==> config.mk <==
export PLATFORM = sky130hd
export DESIGN_NAME = sifhTop
export DESIGN_NICKNAME = d
export VERILOG_FILES = /design/src/sifhPkg.sv /design/src/sifhTop.sv /design/src/peakCombiner.sv /design/src/fineHistogram.sv /design/src/coarseHistogram.sv /design/src/acqSequencer.sv
export SDC_FILE = /design/constraint.sdc
export NUM_CORES = 1
export LEC_CHECK = 0
export ABC_AREA = 1
export BUFFER_PORTS_ARGS = -buffer_cell sky130_fd_sc_hd__buf_2
export CAP_MARGIN = 20
export CORE_MARGIN = 2
export CORE_UTILIZATION = 35
export DETAILED_ROUTE_END_ITERATION = 8
export MAX_ROUTING_LAYER = met4
export PLACE_DENSITY = 0.45
export SLEW_MARGIN = 20
export SYNTH_ARGS = -nofsm -noshare
export SYNTH_HDL_FRONTEND = slang
export SYNTH_SLANG_ARGS = --single-unit
==> constraint.sdc <==
create_clock -name clk -period 10.91 [get_ports clk]
set_input_delay 1.6365 -clock clk [delete_from_list [all_inputs] [get_ports clk]]
set_output_delay 1.6365 -clock clk [all_outputs]
set_load 0.1 [all_outputs]
==> src/sifhPkg.sv <==
//**************************************
// sifh histogram package
// sizes, vector types and packed structs shared by the datapath
//**************************************
package sifhPkg;

    //**************************************
    // default sizes
    //**************************************
    // timestamp width
    parameter int TS_BITS           = 8;
    // upper bits that select a coarse bin
    parameter int COARSE_BITS       = 4;
    parameter int PIXELS            = 2;
    parameter int SAMPLES_PER_PIXEL = 2;
    parameter int ACQS_PER_FRAME    = 3;
    // counts saturate at all ones
    parameter int COUNT_BITS        = 4;

    //**************************************
    // derived sizes
    //**************************************
    // fine index covers two coarse bins
    parameter int FINE_BITS   = TS_BITS - COARSE_BITS + 1;
    parameter int COARSE_BINS = 1 << COARSE_BITS;
    // coarse bin width W
    parameter int BIN_WIDTH   = 1 << (TS_BITS - COARSE_BITS);
    // fine window spans 2W
    parameter int FINE_BINS   = 2 * BIN_WIDTH;
    // highest window low that keeps the window inside the range
    parameter int LOW_MAX     = (1 << TS_BITS) - FINE_BINS;
    parameter int PIX_BITS    = (PIXELS > 1) ? $clog2(PIXELS) : 1;

    //**************************************
    // vector types
    //**************************************
    typedef logic [TS_BITS-1:0]     timestampT;
    typedef logic [COARSE_BITS-1:0] coarseBinT;
    typedef logic [FINE_BITS-1:0]   fineBinT;
    typedef logic [COUNT_BITS-1:0]  countT;
    typedef logic [PIX_BITS-1:0]    pixelIdxT;

    // one registered sample with its tags
    typedef struct packed {
        timestampT ts;
        pixelIdxT  pixel;
        logic      valid;
        // last sample of the frame
        logic      frameEnd;
    } sampleS;

    // fine window of one pixel
    typedef struct packed {
        timestampT low;
        logic      valid;
    } windowS;

    // peak of one pixel histogram
    typedef struct packed {
        countT   count;
        fineBinT bin;
    } peakS;

endpackage
==> src/sifhTop.sv <==
//**************************************
// sifh top level
// sequencer, coarse and fine histograms and peak combiner
//**************************************
`timescale 1ns/1ps

module sifhTop #(
    parameter int PIXELS            = sifhPkg::PIXELS,
    parameter int SAMPLES_PER_PIXEL = sifhPkg::SAMPLES_PER_PIXEL,
    parameter int ACQS_PER_FRAME    = sifhPkg::ACQS_PER_FRAME
) (
    input  logic                               clk,
    input  logic                               combin_res,
    input  logic                               wrEn,
    input  sifhPkg::timestampT                 data,
    output logic [PIXELS*sifhPkg::TS_BITS-1:0] result,
    output logic                               resultValid,
    output logic                               windowValid
);
    import sifhPkg::*;

    //**************************************
    // internal wiring
    //**************************************
    sampleS              sample;
    peakS [PIXELS-1:0]   coarsePeaks;
    peakS [PIXELS-1:0]   finePeaks;
    windowS [PIXELS-1:0] windows;
    logic                peaksReady;

    // tag samples with pixel and frame end
    acqSequencer #(
        .PIXELS            (PIXELS),
        .SAMPLES_PER_PIXEL (SAMPLES_PER_PIXEL),
        .ACQS_PER_FRAME    (ACQS_PER_FRAME)
    ) uSequencer (
        .clk        (clk),
        .combin_res (combin_res),
        .wrEn       (wrEn),
        .data       (data),
        .sample     (sample)
    );

    // current frame coarse pass
    coarseHistogram #(
        .PIXELS (PIXELS)
    ) uCoarse (
        .clk        (clk),
        .combin_res (combin_res),
        .sample     (sample),
        .peaks      (coarsePeaks),
        .peaksReady (peaksReady)
    );

    // fine pass on windows from the previous frame
    fineHistogram #(
        .PIXELS (PIXELS)
    ) uFine (
        .clk        (clk),
        .combin_res (combin_res),
        .sample     (sample),
        .windows    (windows),
        .peaks      (finePeaks)
    );

    peakCombiner #(
        .PIXELS (PIXELS)
    ) uCombiner (
        .clk         (clk),
        .combin_res  (combin_res),
        .coarsePeaks (coarsePeaks),
        .finePeaks   (finePeaks),
        .peaksReady  (peaksReady),
        .windows     (windows),
        .result      (result),
        .resultValid (resultValid),
        .windowValid (windowValid)
    );

endmodule

==> src/peakCombiner.sv <==
//**************************************
// peak combiner
// turns frame peaks into next windows and per-pixel results
//**************************************
`timescale 1ns/1ps

module peakCombiner #(
    parameter int PIXELS = sifhPkg::PIXELS
) (
    input  logic                                clk,
    input  logic                                combin_res,
    input  sifhPkg::peakS [PIXELS-1:0]          coarsePeaks,
    input  sifhPkg::peakS [PIXELS-1:0]          finePeaks,
    input  logic                                peaksReady,
    output sifhPkg::windowS [PIXELS-1:0]        windows,
    output logic [PIXELS*sifhPkg::TS_BITS-1:0]  result,
    output logic                                resultValid,
    output logic                                windowValid
);
    import sifhPkg::*;

    // no result until a window exists
    typedef enum logic {
        NO_WINDOW,
        TRACKING
    } combStateT;

    combStateT           state;
    windowS [PIXELS-1:0] windowsQ;
    windowS [PIXELS-1:0] windowsNext;
    logic                produce;

    assign produce = peaksReady && (state == TRACKING);

    //**************************************
    // window rule
    //**************************************
    always_comb begin
        int lowCalc;
        lowCalc = 0;
        for (int p = 0; p < PIXELS; p++) begin
            // coarse bin start minus half a bin
            lowCalc = int'(coarsePeaks[p].bin) * BIN_WIDTH - BIN_WIDTH / 2;
            // keep the 2W window inside the timestamp range
            if (lowCalc < 0) begin
                lowCalc = 0;
            end else if (lowCalc > LOW_MAX) begin
                lowCalc = LOW_MAX;
            end
            windowsNext[p].low   = timestampT'(lowCalc);
            windowsNext[p].valid = 1'b1;
        end
    end

    // forward the new windows while peaksReady is high
    // so a sample right after the frame end sees them
    assign windows     = peaksReady ? windowsNext : windowsQ;
    assign windowValid = (state == TRACKING);

    //**************************************
    // state, windows, result pulse
    //**************************************
    always_ff @(posedge clk or negedge combin_res) begin
        if (!combin_res) begin
            state       <= NO_WINDOW;
            windowsQ    <= '0;
            resultValid <= 1'b0;
        end else begin
            resultValid <= produce;
            if (peaksReady) begin
                windowsQ <= windowsNext;
                state    <= TRACKING;
            end
        end
    end

    //**************************************
    // result register
    //**************************************
    // fine bin plus the low of the window it was taken in
    always_ff @(posedge clk) begin
        if (produce) begin
            for (int p = 0; p < PIXELS; p++) begin
                result[p*TS_BITS +: TS_BITS] <= windowsQ[p].low + timestampT'(finePeaks[p].bin);
            end
        end
    end

endmodule

==> src/fineHistogram.sv <==
//**************************************
// fine histogram unit
// counts offsets inside each pixel window and tracks the fine peak
//**************************************
`timescale 1ns/1ps

module fineHistogram #(
    parameter int PIXELS = sifhPkg::PIXELS
) (
    input  logic                         clk,
    input  logic                         combin_res,
    input  sifhPkg::sampleS              sample,
    input  sifhPkg::windowS [PIXELS-1:0] windows,
    output sifhPkg::peakS [PIXELS-1:0]   peaks
);
    import sifhPkg::*;

    localparam int    DEPTH     = PIXELS * FINE_BINS;
    localparam int    ADDR_BITS = (DEPTH > 1) ? $clog2(DEPTH) : 1;
    localparam countT COUNT_MAX = '1;

    //**************************************
    // storage
    //**************************************
    // 2W bins per pixel
    countT countMem [DEPTH];
    logic [DEPTH-1:0] binValid;
    peakS [PIXELS-1:0] runPeak;

    windowS                curWin;
    timestampT             offset;
    logic                  inWindow;
    logic                  hit;
    fineBinT               fineBin;
    logic [ADDR_BITS-1:0]  addr;
    countT                 newCount;
    peakS [PIXELS-1:0]     peakNext;
    logic                  frameDone;

    // frame end arrives in lockstep with the coarse unit
    assign frameDone = sample.valid && sample.frameEnd;

    //**************************************
    // window filter
    //**************************************
    always_comb begin
        curWin = windows[sample.pixel];
        // offset from the window start
        offset = sample.ts - curWin.low;
        // low up to low + 2W - 1
        inWindow = curWin.valid && (sample.ts >= curWin.low) && (int'(offset) < FINE_BINS);
        hit      = sample.valid && inWindow;
        fineBin  = offset[FINE_BITS-1:0];
        addr     = ADDR_BITS'(int'(sample.pixel) * FINE_BINS + int'(fineBin));
    end

    //**************************************
    // count and peak compare
    //**************************************
    always_comb begin
        if (!binValid[addr]) begin
            newCount = countT'(1);
        end else if (countMem[addr] == COUNT_MAX) begin
            newCount = COUNT_MAX;
        end else begin
            newCount = countMem[addr] + 1'b1;
        end

        // earlier bin wins on a tie
        peakNext = runPeak;
        if (hit && (newCount > runPeak[sample.pixel].count)) begin
            peakNext[sample.pixel].count = newCount;
            peakNext[sample.pixel].bin   = fineBin;
        end
    end

    //**************************************
    // valid bitmap and running peaks
    //**************************************
    always_ff @(posedge clk or negedge combin_res) begin
        if (!combin_res) begin
            binValid <= '0;
            runPeak  <= '0;
        end else if (frameDone) begin
            binValid <= '0;
            runPeak  <= '0;
        end else begin
            runPeak <= peakNext;
            if (hit) begin
                binValid[addr] <= 1'b1;
            end
        end
    end

    //**************************************
    // count memory and published peaks
    //**************************************
    always_ff @(posedge clk) begin
        if (hit) begin
            countMem[addr] <= newCount;
        end
        // empty pixel publishes bin 0
        if (frameDone) begin
            peaks <= peakNext;
        end
    end

endmodule

==> src/coarseHistogram.sv <==
//**************************************
// coarse histogram unit
// bins the upper timestamp bits per pixel and tracks the peak bin
//**************************************
`timescale 1ns/1ps

module coarseHistogram #(
    parameter int PIXELS = sifhPkg::PIXELS
) (
    input  logic                         clk,
    input  logic                         combin_res,
    input  sifhPkg::sampleS              sample,
    output sifhPkg::peakS [PIXELS-1:0]   peaks,
    output logic                         peaksReady
);
    import sifhPkg::*;

    localparam int    DEPTH     = PIXELS * COARSE_BINS;
    localparam int    ADDR_BITS = (DEPTH > 1) ? $clog2(DEPTH) : 1;
    localparam countT COUNT_MAX = '1;

    //**************************************
    // storage
    //**************************************
    // count per pixel and bin
    countT countMem [DEPTH];
    // a clear bit marks a bin as empty in this frame
    logic [DEPTH-1:0] binValid;
    // running peak per pixel
    peakS [PIXELS-1:0] runPeak;

    coarseBinT             coarseBin;
    logic [ADDR_BITS-1:0]  addr;
    countT                 newCount;
    peakS [PIXELS-1:0]     peakNext;
    logic                  frameDone;

    assign frameDone = sample.valid && sample.frameEnd;

    //**************************************
    // bin lookup and peak compare
    //**************************************
    always_comb begin
        // top bits select the bin
        coarseBin = sample.ts[TS_BITS-1 -: COARSE_BITS];
        addr      = ADDR_BITS'(int'(sample.pixel) * COARSE_BINS + int'(coarseBin));

        // an empty bin starts at one, a full one stays at max
        if (!binValid[addr]) begin
            newCount = countT'(1);
        end else if (countMem[addr] == COUNT_MAX) begin
            newCount = COUNT_MAX;
        end else begin
            newCount = countMem[addr] + 1'b1;
        end

        // strictly greater, so a tie keeps the earlier bin
        peakNext = runPeak;
        if (sample.valid && (newCount > runPeak[sample.pixel].count)) begin
            peakNext[sample.pixel].count = newCount;
            peakNext[sample.pixel].bin   = fineBinT'(coarseBin);
        end
    end

    //**************************************
    // valid bitmap, running peaks, frame pulse
    //**************************************
    always_ff @(posedge clk or negedge combin_res) begin
        if (!combin_res) begin
            binValid   <= '0;
            runPeak    <= '0;
            peaksReady <= 1'b0;
        end else begin
            peaksReady <= frameDone;
            if (frameDone) begin
                // one cycle clear of the whole histogram
                binValid <= '0;
                runPeak  <= '0;
            end else begin
                runPeak <= peakNext;
                if (sample.valid) begin
                    binValid[addr] <= 1'b1;
                end
            end
        end
    end

    //**************************************
    // count memory and published peaks
    //**************************************
    always_ff @(posedge clk) begin
        if (sample.valid) begin
            countMem[addr] <= newCount;
        end
        // peaks include the last sample of the frame
        if (frameDone) begin
            peaks <= peakNext;
        end
    end

endmodule

==> src/acqSequencer.sv <==
//**************************************
// acquisition sequencer
// tags each strobed timestamp with its pixel and the frame end
//**************************************
`timescale 1ns/1ps

module acqSequencer #(
    parameter int PIXELS            = sifhPkg::PIXELS,
    parameter int SAMPLES_PER_PIXEL = sifhPkg::SAMPLES_PER_PIXEL,
    parameter int ACQS_PER_FRAME    = sifhPkg::ACQS_PER_FRAME
) (
    input  logic               clk,
    input  logic               combin_res,
    input  logic               wrEn,
    input  sifhPkg::timestampT data,
    output sifhPkg::sampleS    sample
);
    import sifhPkg::*;

    localparam int SAMPLE_BITS = (SAMPLES_PER_PIXEL > 1) ? $clog2(SAMPLES_PER_PIXEL) : 1;
    localparam int ACQ_BITS    = (ACQS_PER_FRAME > 1) ? $clog2(ACQS_PER_FRAME) : 1;

    localparam logic [SAMPLE_BITS-1:0] LAST_SAMPLE = SAMPLE_BITS'(SAMPLES_PER_PIXEL - 1);
    localparam pixelIdxT               LAST_PIXEL  = PIX_BITS'(PIXELS - 1);
    localparam logic [ACQ_BITS-1:0]    LAST_ACQ    = ACQ_BITS'(ACQS_PER_FRAME - 1);

    // nested counters, sample index is the innermost
    logic [SAMPLE_BITS-1:0] sampleIdx;
    pixelIdxT               pixelIdx;
    logic [ACQ_BITS-1:0]    acqIdx;

    logic lastSample;
    logic lastPixel;
    logic lastAcq;

    // wrap conditions of each counter level
    assign lastSample = (sampleIdx == LAST_SAMPLE);
    assign lastPixel  = lastSample && (pixelIdx == LAST_PIXEL);
    assign lastAcq    = lastPixel && (acqIdx == LAST_ACQ);

    //**************************************
    // counters, only wrEn advances them
    //**************************************
    always_ff @(posedge clk or negedge combin_res) begin
        if (!combin_res) begin
            sampleIdx <= '0;
            pixelIdx  <= '0;
            acqIdx    <= '0;
        end else if (wrEn) begin
            sampleIdx <= lastSample ? '0 : sampleIdx + 1'b1;
            if (lastSample) begin
                pixelIdx <= lastPixel ? '0 : pixelIdx + 1'b1;
            end
            if (lastPixel) begin
                acqIdx <= lastAcq ? '0 : acqIdx + 1'b1;
            end
        end
    end

    //**************************************
    // sample register
    //**************************************
    always_ff @(posedge clk or negedge combin_res) begin
        if (!combin_res) begin
            sample <= '0;
        end else begin
            // valid only in the cycle after a strobe
            sample.valid <= wrEn;
            if (wrEn) begin
                sample.ts       <= data;
                sample.pixel    <= pixelIdx;
                sample.frameEnd <= lastAcq;
            end else begin
                sample.frameEnd <= 1'b0;
            end
        end
    end

endmodule

Word level (Yosys, flattened, before mapping):

Memories as Yosys holds them, arrays and structs flattened.
Cells that the tools add are included.

* memories: 2
* bits in writable memories: 384
* register bits after elaboration: 204
* input port bits: 11
* output and inout port bits: 18

* mux-type cells: 47
* bitwise operators: 2
* add/subtract/negate cells: 12
* reduce and logical (&&, ||, !) cells: 18
* magnitude comparators: 14
* equality and inequality tests: 3

Memories
* uFine.countMem: depth 64, width 4, read ports 1, clocked after Yosys merged registers in 0, wr ports 1, RTL line fineHistogram.sv:26 `countT countMem [DEPTH];`
* uCoarse.countMem: depth 32, width 4, read ports 1, clocked after Yosys merged registers in 0, wr ports 1, RTL line coarseHistogram.sv:26 `countT countMem [DEPTH];`

Operator list (count)
* two-way mux 64 bit: 2
* two-way mux 18 bit: 5
* bitwise mux 18 bit: 4
* two-way mux 32 bit: 2
* OR 64 bit: 1
* two-way mux 9 bit: 7
* two-way mux 8 bit: 4
* OR 32 bit: 1
* greater-than comparator 10 x 9 -> 1 bit (second input constant): 2
* < comparator 10 x 1 -> 1 bit (second input constant): 2
* subtractor 9 x 4 -> 10 bit (second input constant): 2
* demux 9 bit (select 1 bit): 2
* adder 8 x 5 -> 8 bit: 2
* two-way mux 4 bit: 4
* logical AND 1 bit: 12
* two-way mux 1 bit: 11
* adder 4 x 1 -> 4 bit (second input constant): 2
* == test 4 bit (second input constant): 2
* greater-or-equal comparator 8 bit: 1
* greater-than comparator 4 bit: 2
* < comparator 8 x 6 -> 1 bit (second input constant): 1
* nonzero test 2 bit: 4
* subtractor 8 bit: 1
* < comparator 6 x 7 -> 1 bit (second input constant): 1
* 17 further kinds: 19

Logic depth before layout (Yosys ltp):

Gate-level depths: netlist of the first run.
An unclocked memory read counts as a cell.

* depth after elaboration: 17
* mapped depth: 38

By module:

Synthesis of the first run repeated with hierarchy kept, for this count alone.

* cells, all modules: 2804
* area, all modules: 27398.8 µm²

By module, submodules not included
* fineHistogram: cells each 1661, instances 1, seq. area each 10279.9 µm², area an instance 16151.7 µm²
* coarseHistogram: cells each 842, instances 1, seq. area each 5660.4 µm², area an instance 8620.8 µm²
* peakCombiner: cells each 242, instances 1, seq. area each 980.9 µm², area an instance 2044.5 µm²
* acqSequencer: cells each 59, instances 1, seq. area each 375.4 µm², area an instance 581.8 µm²

Worst setup path after synthesis of the first run:

Ideal clock, no wire load.

* path type: flip-flop to flip-flop
* start point: register, netlist name uSequencer.sample[2]
* end point: register uFine.peaks[1] (netlist bit), data pin
* data required time: 10.636 ns
* arrival: 5.810 ns
* period minus slack after synthesis: 6.084 ns
* buffers on the path: 6
* setup slack: 4.826 ns
* cell stages (with the launch flop): 31
* path through: dfrtp_1 -> buf_2 -> clkbuf_1 -> clkbuf_1 -> o21ai_0 -> ha_1 -> fa_1 -> clkbuf_1 -> clkbuf_1 -> o21bai_1 -> nand2_1 -> nand2_1 -> nand3_1 -> nand3_1 -> nand2_1 -> nand2_1 -> nand2_1 -> inv_1 -> ha_1 -> nand2_1 -> and2_1 -> nand2_1 -> and3_1 -> ha_1 -> nand2_1 -> o21ai_0 -> o21a_1 -> nand4_2 -> nor2_1 -> buf_2 -> a21oi_1

RTL lines
* end signal, assigned: RTL line fineHistogram.sv:104 `peaks <= peakNext;`
* end, declared: RTL line fineHistogram.sv:14 `output sifhPkg::peakS [PIXELS-1:0] peaks`

Worst setup path in the final report of the first run:

* start point: register uCoarse.peaksReady
* end point: register uFine.runPeak[7] (netlist bit)

* elaborated cells on any way between the ends: 24
* classes of those cells: 3 x add/sub; 3 x order compare; 1 x eq/ne; 11 x mux; 5 x reduce/logical; 1 x memory

RTL lines
* start, declared: RTL line coarseHistogram.sv:14 `output logic peaksReady`
* start signal, assigned: RTL line coarseHistogram.sv:74 `peaksReady <= frameDone;`
* two-way mux 18 bit (*): RTL line peakCombiner.sv:57 `assign windows = peaksReady ? windowsNext : windowsQ;`
* two-way mux 9 bit (not written as such) (*) (2 in series): RTL line fineHistogram.sv:47 `curWin = windows[sample.pixel];`
* subtractor 8 bit (*): RTL line fineHistogram.sv:49 `offset = sample.ts - curWin.low;`
* adder 6 x 5 -> 6 bit (*): RTL line fineHistogram.sv:54 `addr = ADDR_BITS'(int'(sample.pixel) * FINE_BINS + int'(fineBin));`
* memory read (64 x 4 bit)
* adder 4 x 1 -> 4 bit or == test 4 bit (tied branches): RTL line fineHistogram.sv:66, fineHistogram.sv:63
* two-way mux 4 bit: RTL line fineHistogram.sv:63 `end else if (countMem[addr] == COUNT_MAX) begin`
* two-way mux 4 bit (*): RTL line fineHistogram.sv:61 `if (!binValid[addr]) begin`
* named net uFine.newCount[1]: RTL line fineHistogram.sv:36 `countT newCount;`
* greater-than comparator 4 bit (*): RTL line fineHistogram.sv:71 `if (hit && (newCount > runPeak[sample.pixel].count)) begin`
* logical AND 1 bit (*): RTL line fineHistogram.sv:71
* nonzero test 2 bit (no source line) (*)
* end signal, assigned: RTL line fineHistogram.sv:88 `runPeak <= peakNext;`
* end, declared: RTL line fineHistogram.sv:28 `peakS [PIXELS-1:0] runPeak;`

The timed path passes the listed nets; every way through them passes the cells marked *. The select of a mux whose other input is x is not followed.
A chain may end at the register's enable or synchronous reset.

==> flow_summary.json, run 1 <==
{
  "status": "finished with violations",
  "violations": "design-rule violations",
  "post-dp-hpwl_mm": 42.3,
  "crit_top_cell": "nor2_1",
  "die_w_um": 276,
  "tns_ns": 0,
  "ys_warn_count": 0,
  "fillCellCount": 7218,
  "critPathArrivalTime_ns": 8.27,
  "die_area_sq_um": 76000,
  "numPortBuffers": 28,
  "synth_flop_cell": "edfxtp_1",
  "ctsHoldBuffers": 0,
  "synth_area_sq_um": 25900,
  "required_ns": 11.40,
  "worstSetupStartpointType": "flop",
  "core_area_sq_um": 73100,
  "root_buffer": "clkbuf_16",
  "firstDrtPassIters": 7,
  "crit_slowest_cell": "fa_2",
  "finalCritPeriodShare": 0.714,
  "cap_violations": 0,
  "grt_max_degree": 86,
  "drc_errors": 2,
  "rsz0062_at_grt": "no",
  "finalSetupViolCount": 0,
  "cts_buffer_depth": 3,
  "drive_gt1_frac": 0.0804,
  "cp_max_fo": 39,
  "placed_cell_area_sq_um": 27000,
  "grt.overflow.total": 0,
  "r2r_slack_ns": 3.12,
  "routabilityCongestion": 0.806,
  "drt-vias-per-instance": 4.86,
  "vdd_drop_max_mv": 0.591,
  "fmax_mhz": 128,
  "numCtsBuffers": 69,
  "syn_inst": 2607,
  "insertion_delay_ns": 0.61,
  "final_antenna_net_count": 0,
  "yosysSeqAreaShare": 0.651,
  "yosysUniqueCellTypes": 47,
  "htreeDepth": 3,
  "ys_seq_elements": 588,
  "cts_resized": 0,
  "vias": 17700,
  "p_leak_nw": 12.8,
  "timing.slew.headroom": 0.291,
  "hold_class": "reg -> reg",
  "nets": 2678,
  "slew_violations": 0,
  "antenna_found_initial": 0,
  "syn-num-nets": 2653,
  "syn_to_final_growth_pct": 13.0,
  "cp-end-kind": "flop",
  "path_delay_family": "simple AND/OR/NAND/NOR gates",
  "start_util": 0.354,
  "io_pins": 29,
  "grt_util_all_layers": 0.190,
  "power_density_nw_per_um2": 307,
  "holdWs_ns": 0.453,
  "cts_sinks": 588,
  "drt-initial-drc-count": 1320,
  "min_period_ns": 7.79,
  "cts_tree": "yes",
  "critPathBufInv": 5,
  "syn_avg_cell_area_sq_um": 9.92,
  "hold_viol_final": 0,
  "critPathKind": "reg -> reg",
  "cts_setup_buffers": 0,
  "synth-async-reset-ratio": 0.286,
  "drt_wl_total_mm": 69.1,
  "grt_pass1_wl_mm": 107,
  "diodes": 0,
  "finClkSkew_ns": 0.0228,
  "final_area_sq_um": 29200,
  "tightest_slew_ns": 1.06,
  "clk_pin_slew_worst_paths_ns": 0.06,
  "wire_per_inst_um": 18.9,
  "finish.utilization": 0.400,
  "critPathMaxStageDelay_ns": 1.05,
  "synth_edf_count": 420,
  "die_h_um": 276,
  "row_count": 99,
  "first_global_vias": 17600
}
[final cells by class]
class	instances	area (sq um)	area share
Multi-Input combinational cell	1645	7620	0.261
Clock buffer	106	2010	0.0687
Clock inverter	21	194	0.00664
Timing Repair Buffer	55	352	0.0120
Inverter	273	1030	0.0352
Tap cell	959	1200	0.0411
Sequential cell	588	16800	0.576
[cells by family (layout without fill, tap and decap cells)]
group           count (synthesis)  after routing  synth area share
mux                            12             12           0.00474
flops                         588            588             0.651
xor+xnor                       21             21           0.00711
compound gates                294            294            0.0669
simple gates                 1283           1283             0.196
fa+ha+maj                      35             35            0.0178
buf+inv                       374            455            0.0572
[where the power goes]
group / internal, mW / leakage (nW) / total, mW / switching (mW)
Combinational: 0.641 / 5.74 / 3.09 / 2.45
Clock: 1.30 / 1.08 / 2.24 / 0.937
Sequential: 3.55 / 6.01 / 3.65 / 0.0928
Total: 5.50 / 12.8 / 8.98 / 3.48
[layout by cell type, fill, tap and decap left out, types with 8 or more instances in the layout]
master | synthesis | final
a211oi_1 | 8 | 8
a21oi_1 | 74 | 74
a22oi_1 | 64 | 64
buf_2 | 35 | 27
buf_4 | 6 | 27
clkbuf_1 | 48 | 24
clkbuf_16 | 0 | 70
clkbuf_8 | 0 | 13
clkinv_2 | 0 | 9
dfrtp_1 | 168 | 168
edfxtp_1 | 420 | 420
ha_1 | 32 | 31
inv_1 | 245 | 241
inv_2 | 24 | 26
mux2i_1 | 10 | 10
nand2_1 | 851 | 850
nand3_1 | 62 | 62
nand4_1 | 14 | 14
nor2_1 | 323 | 320
o21ai_0 | 106 | 106
o22ai_1 | 20 | 20
xor2_1 | 16 | 16
[layer usage]
metal  track usage  vias up  wire, um
li1              -     8602         -
met1         0.253     8682     32000
met2         0.302      340     32500
met3        0.0274      111      2840
met4        0.0567        0      1760
met5             -        -         0
[final timing paths]
path,to,start,depth (start not counted)
setup / recovery,uFine.runPeak[7],uCoarse.peaksReady,30
hold / removal,uCombiner.windowsQ[0],uCombiner.windowsQ[0],1
setup reg to reg,uFine.runPeak[7],uCoarse.peaksReady,30
hold reg to reg,uCombiner.windowsQ[0],uCombiner.windowsQ[0],1
max in group asynchronous,uFine.binValid[53],combin_res,2
min in group asynchronous,uCombiner.resultValid,combin_res,1
[sequential cells by signal (all words and copies together) (netlist names), 2 cells and up]
signal,flops
uFine.countMem,256
uCoarse.countMem,128
uFine.binValid,64
uCoarse.binValid,32
uCoarse.runPeak,18
uCombiner.windowsQ,18
uFine.runPeak,18
uCombiner.result,16
uSequencer.sample,11
uCoarse.peaks,10
uFine.peaks,10
uSequencer.acqIdx,2
[per-stage QoR]
step                      instances  worst slack, ns  total power [mW]
after floorplan                2607             4.83              5.50
after global placement         3520             3.28              6.79
after detailed placement       3520             3.14              6.82
after CTS                      3647             3.08              9.09
after global routing           3647             2.32              9.51
final                          3647             3.12              8.98
[cells in the mapped netlist (2+ instances only)]
library cell	n	share of area
nand2_1	851	0.12
edfxtp_1	420	0.49
nor2_1	323	0.047
inv_1	245	0.036
dfrtp_1	168	0.16
o21ai_0	106	0.021
a21oi_1	74	0.014
a22oi_1	64	0.019
nand3_1	62	0.012
clkbuf_1	48	0.0070
buf_2	35	0.0068
ha_1	32	0.015
inv_2	24	0.0035
o22ai_1	20	0.0048
xor2_1	16	0.0054
nand4_1	14	0.0034
buf_1	11	0.0016
mux2i_1	10	0.0039
a211oi_1	8	0.0023
nor3_1	7	0.0014
buf_4	6	0.0017
or2_2	6	0.0015
nor2_2	5	0.0012
nor3_2	5	0.0019
xnor2_1	5	0.0017
clkinv_1	4	0.00058
o211ai_1	4	0.0012
o21bai_1	4	0.0012
a31oi_1	3	0.00073
fa_1	3	0.0023
o21ai_1	3	0.00058
and3_1	2	0.00048
mux2_2	2	0.00087
nand3b_1	2	0.00058
o21a_1	2	0.00058
o31ai_1	2	0.00058
(Power assumes the default switching activity.)
==> inputs of run 2 (changes only) <==
--- a/config.mk
+++ b/config.mk
@@ -12,7 +12,7 @@
 export CORE_UTILIZATION = 35
 export DETAILED_ROUTE_END_ITERATION = 8
 export MAX_ROUTING_LAYER = met4
-export PLACE_DENSITY = 0.45
+export PLACE_DENSITY = 0.47
 export SLEW_MARGIN = 20
 export SYNTH_ARGS = -nofsm -noshare
 export SYNTH_HDL_FRONTEND = slang
==> constraint.sdc (replaced) <==
create_clock -name clk -period 6.7 [get_ports clk]
set_input_delay 1.005 -clock clk [delete_from_list [all_inputs] [get_ports clk]]
set_output_delay 1.005 -clock clk [all_outputs]
set_load 0.1 [all_outputs]
==> run 2 against run 1 <==
Cell area up 0.97%; final cell count up 0.58%; wire length down 0.95%; clock-buffer cell count down 9; non-clock buffer count up 18; worst setup slack worse by 2.5 ns; clock skew up 0.0051 ns; largest cell class unchanged; via count up 0.58%; die area unchanged; sequential share of layout area down 0.55 points; the flow still finishes with violations (design-rule violations).
==> flow_summary.json, run 2 (synthesis results as in run 1) <==
{
  "cp_max_fo": 13,
  "diodes": 0,
  "finalSetupViolCount": 0,
  "post-dp-hpwl_mm": 43.0,
  "grt_util_all_layers": 0.188,
  "htreeDepth": 3,
  "power_density_nw_per_um2": 502,
  "cts_tree": "yes",
  "grt_max_degree": 99,
  "required_ns": 7.17,
  "violations": "design-rule violations",
  "cap_violations": 0,
  "final_antenna_net_count": 0,
  "critPathMaxStageDelay_ns": 0.42,
  "die_area_sq_um": 76000,
  "crit_slowest_cell": "ha_1",
  "wire_per_inst_um": 18.7,
  "grt_most_used_layer": "met2",
  "slew_violations": 0,
  "row_count": 99,
  "crit_top_cell": "nand2_1",
  "drc_errors": 6,
  "firstDrtPassIters": 9,
  "die_h_um": 276,
  "rsz0062_at_grt": "yes",
  "vias": 17800,
  "drt-vias-per-instance": 4.86,
  "numCtsBuffers": 71,
  "nets": 2698,
  "grt.overflow.total": 0,
  "antenna_found_initial": 0,
  "grt_pass1_wl_mm": 106,
  "hold_viol_final": 0,
  "tns_ns": 0,
  "finalCritPeriodShare": 0.911,
  "vdd_drop_max_mv": 1.07,
  "cts_buffer_depth": 3,
  "clk_pin_slew_worst_paths_ns": 0.06,
  "io_pins": 29,
  "grtUsageMet2": 0.305,
  "core_area_sq_um": 73100,
  "min_period_ns": 6.10,
  "final_common_cell": "nand2_1",
  "insertion_delay_ns": 0.61,
  "top_regs": "uFine.countMem (256), uCoarse.countMem (128), uFine.binValid (64)",
  "drt_wl_total_mm": 68.4,
  "final_cell_mix": "nand2_1 (850), edfxtp_1 (420), nor2_1 (318)",
  "drive_gt1_frac": 0.0860,
  "fmax_mhz": 164,
  "first_global_vias": 18000,
  "worstSetupStartpointType": "flop",
  "timing.slew.headroom": 0.248,
  "tightest_slew_ns": 1.12,
  "fillCellCount": 7191,
  "root_buffer": "clkbuf_16",
  "syn_to_final_growth_pct": 14.1,
  "ctsHoldBuffers": 0,
  "use_met3": 0.0298,
  "p_leak_nw": 13.0,
  "cts_sinks": 588,
  "critPathArrivalTime_ns": 6.58,
  "status": "finished with violations",
  "hold_class": "reg -> reg",
  "drt-initial-drc-count": 1273,
  "critPathKind": "reg -> reg",
  "start_util": 0.354,
  "gr-usage-met1": 0.243,
  "finClkSkew_ns": 0.0279,
  "cp-end-kind": "flop",
  "die_w_um": 276,
  "largest-register": "uFine.countMem",
  "largest_reg_flops": 256,
  "routabilityCongestion": 0.837,
  "numPortBuffers": 28,
  "finish.utilization": 0.404
}
-- run 2: what timing repair did --
action | in CTS | in global routing
setup endpoints to repair | 0 | 24
resized for setup | 0 | 5
buffers inserted | 0 | 0
hold endpoints to repair | 0 | 0
-- run 2: power by group --
group | switching [mW] | leakage [nW] | internal [mW]
clock | 1.50 | 1.10 | 2.24
sequential | 0.150 | 6.01 | 5.79
combinational | 4.00 | 5.85 | 1.14
total | 5.65 | 13.0 | 9.17
-- run 2: critical path: cells and delay by family, from the launching register on --
family	cells	cell delay [ns]
DFF	1	0.39
buffers and inverters	6	0.55
AOI/OAI and AO/OA	6	1.20
adders and majority gates	5	1.46
and+or+nand+nor	18	2.20
muxes	1	0.18
-- run 2: per-layer routing --
| metal | routed length, um | vias to the layer above |
|---|---|---|
| met5 | 0 | - |
| met4 | 1760 | 0 |
| met3 | 3050 | 114 |
| met2 | 32900 | 389 |
| met1 | 30700 | 8694 |
| li1 | - | 8641 |
-- run 2: final cells by class --
type | instances | area [sq um] | share of cell area
inverter | 273 | 1030 | 0.0349
clock buffer | 97 | 1960 | 0.0663
timing repair buffer | 73 | 582 | 0.0197
clock inverter | 33 | 290 | 0.00984
tap | 959 | 1200 | 0.0407
multi-input combinational | 1645 | 7620 | 0.258
sequential | 588 | 16800 | 0.570
-- run 2: worst paths after layout --
| check | start | end | slack, ns | cells past startpoint |
|---|---|---|---|---|
| max | uCoarse.peaks[0] | uFine.runPeak[7] | 0.60 | 36 |
| min | uCombiner.windowsQ[0] | uCombiner.windowsQ[0] | 0.45 | 1 |
| max reg2reg | uCoarse.peaks[0] | uFine.runPeak[7] | 0.60 | 36 |
| min reg2reg | uCombiner.windowsQ[0] | uCombiner.windowsQ[0] | 0.45 | 1 |
| max in group asynchronous | combin_res | uCoarse.binValid[20] | 5.00 | 3 |
| min in group asynchronous | combin_res | uSequencer.sample[2] | 0.50 | 1 |
-- run 2: through the flow --
stage	hold slack [ns]	worst slack, ns	area, sq um	power, mW	std cells
global route	0.475	-0.00171	29500	15.7	3668
global placement	0.437	0.544	27200	11.1	3537
floorplan	0.423	0.616	25900	8.96	2607
finish	0.448	0.599	29500	14.8	3668
CTS	0.448	0.358	29500	15.0	3667
detailed placement	0.434	0.415	27200	11.2	3537
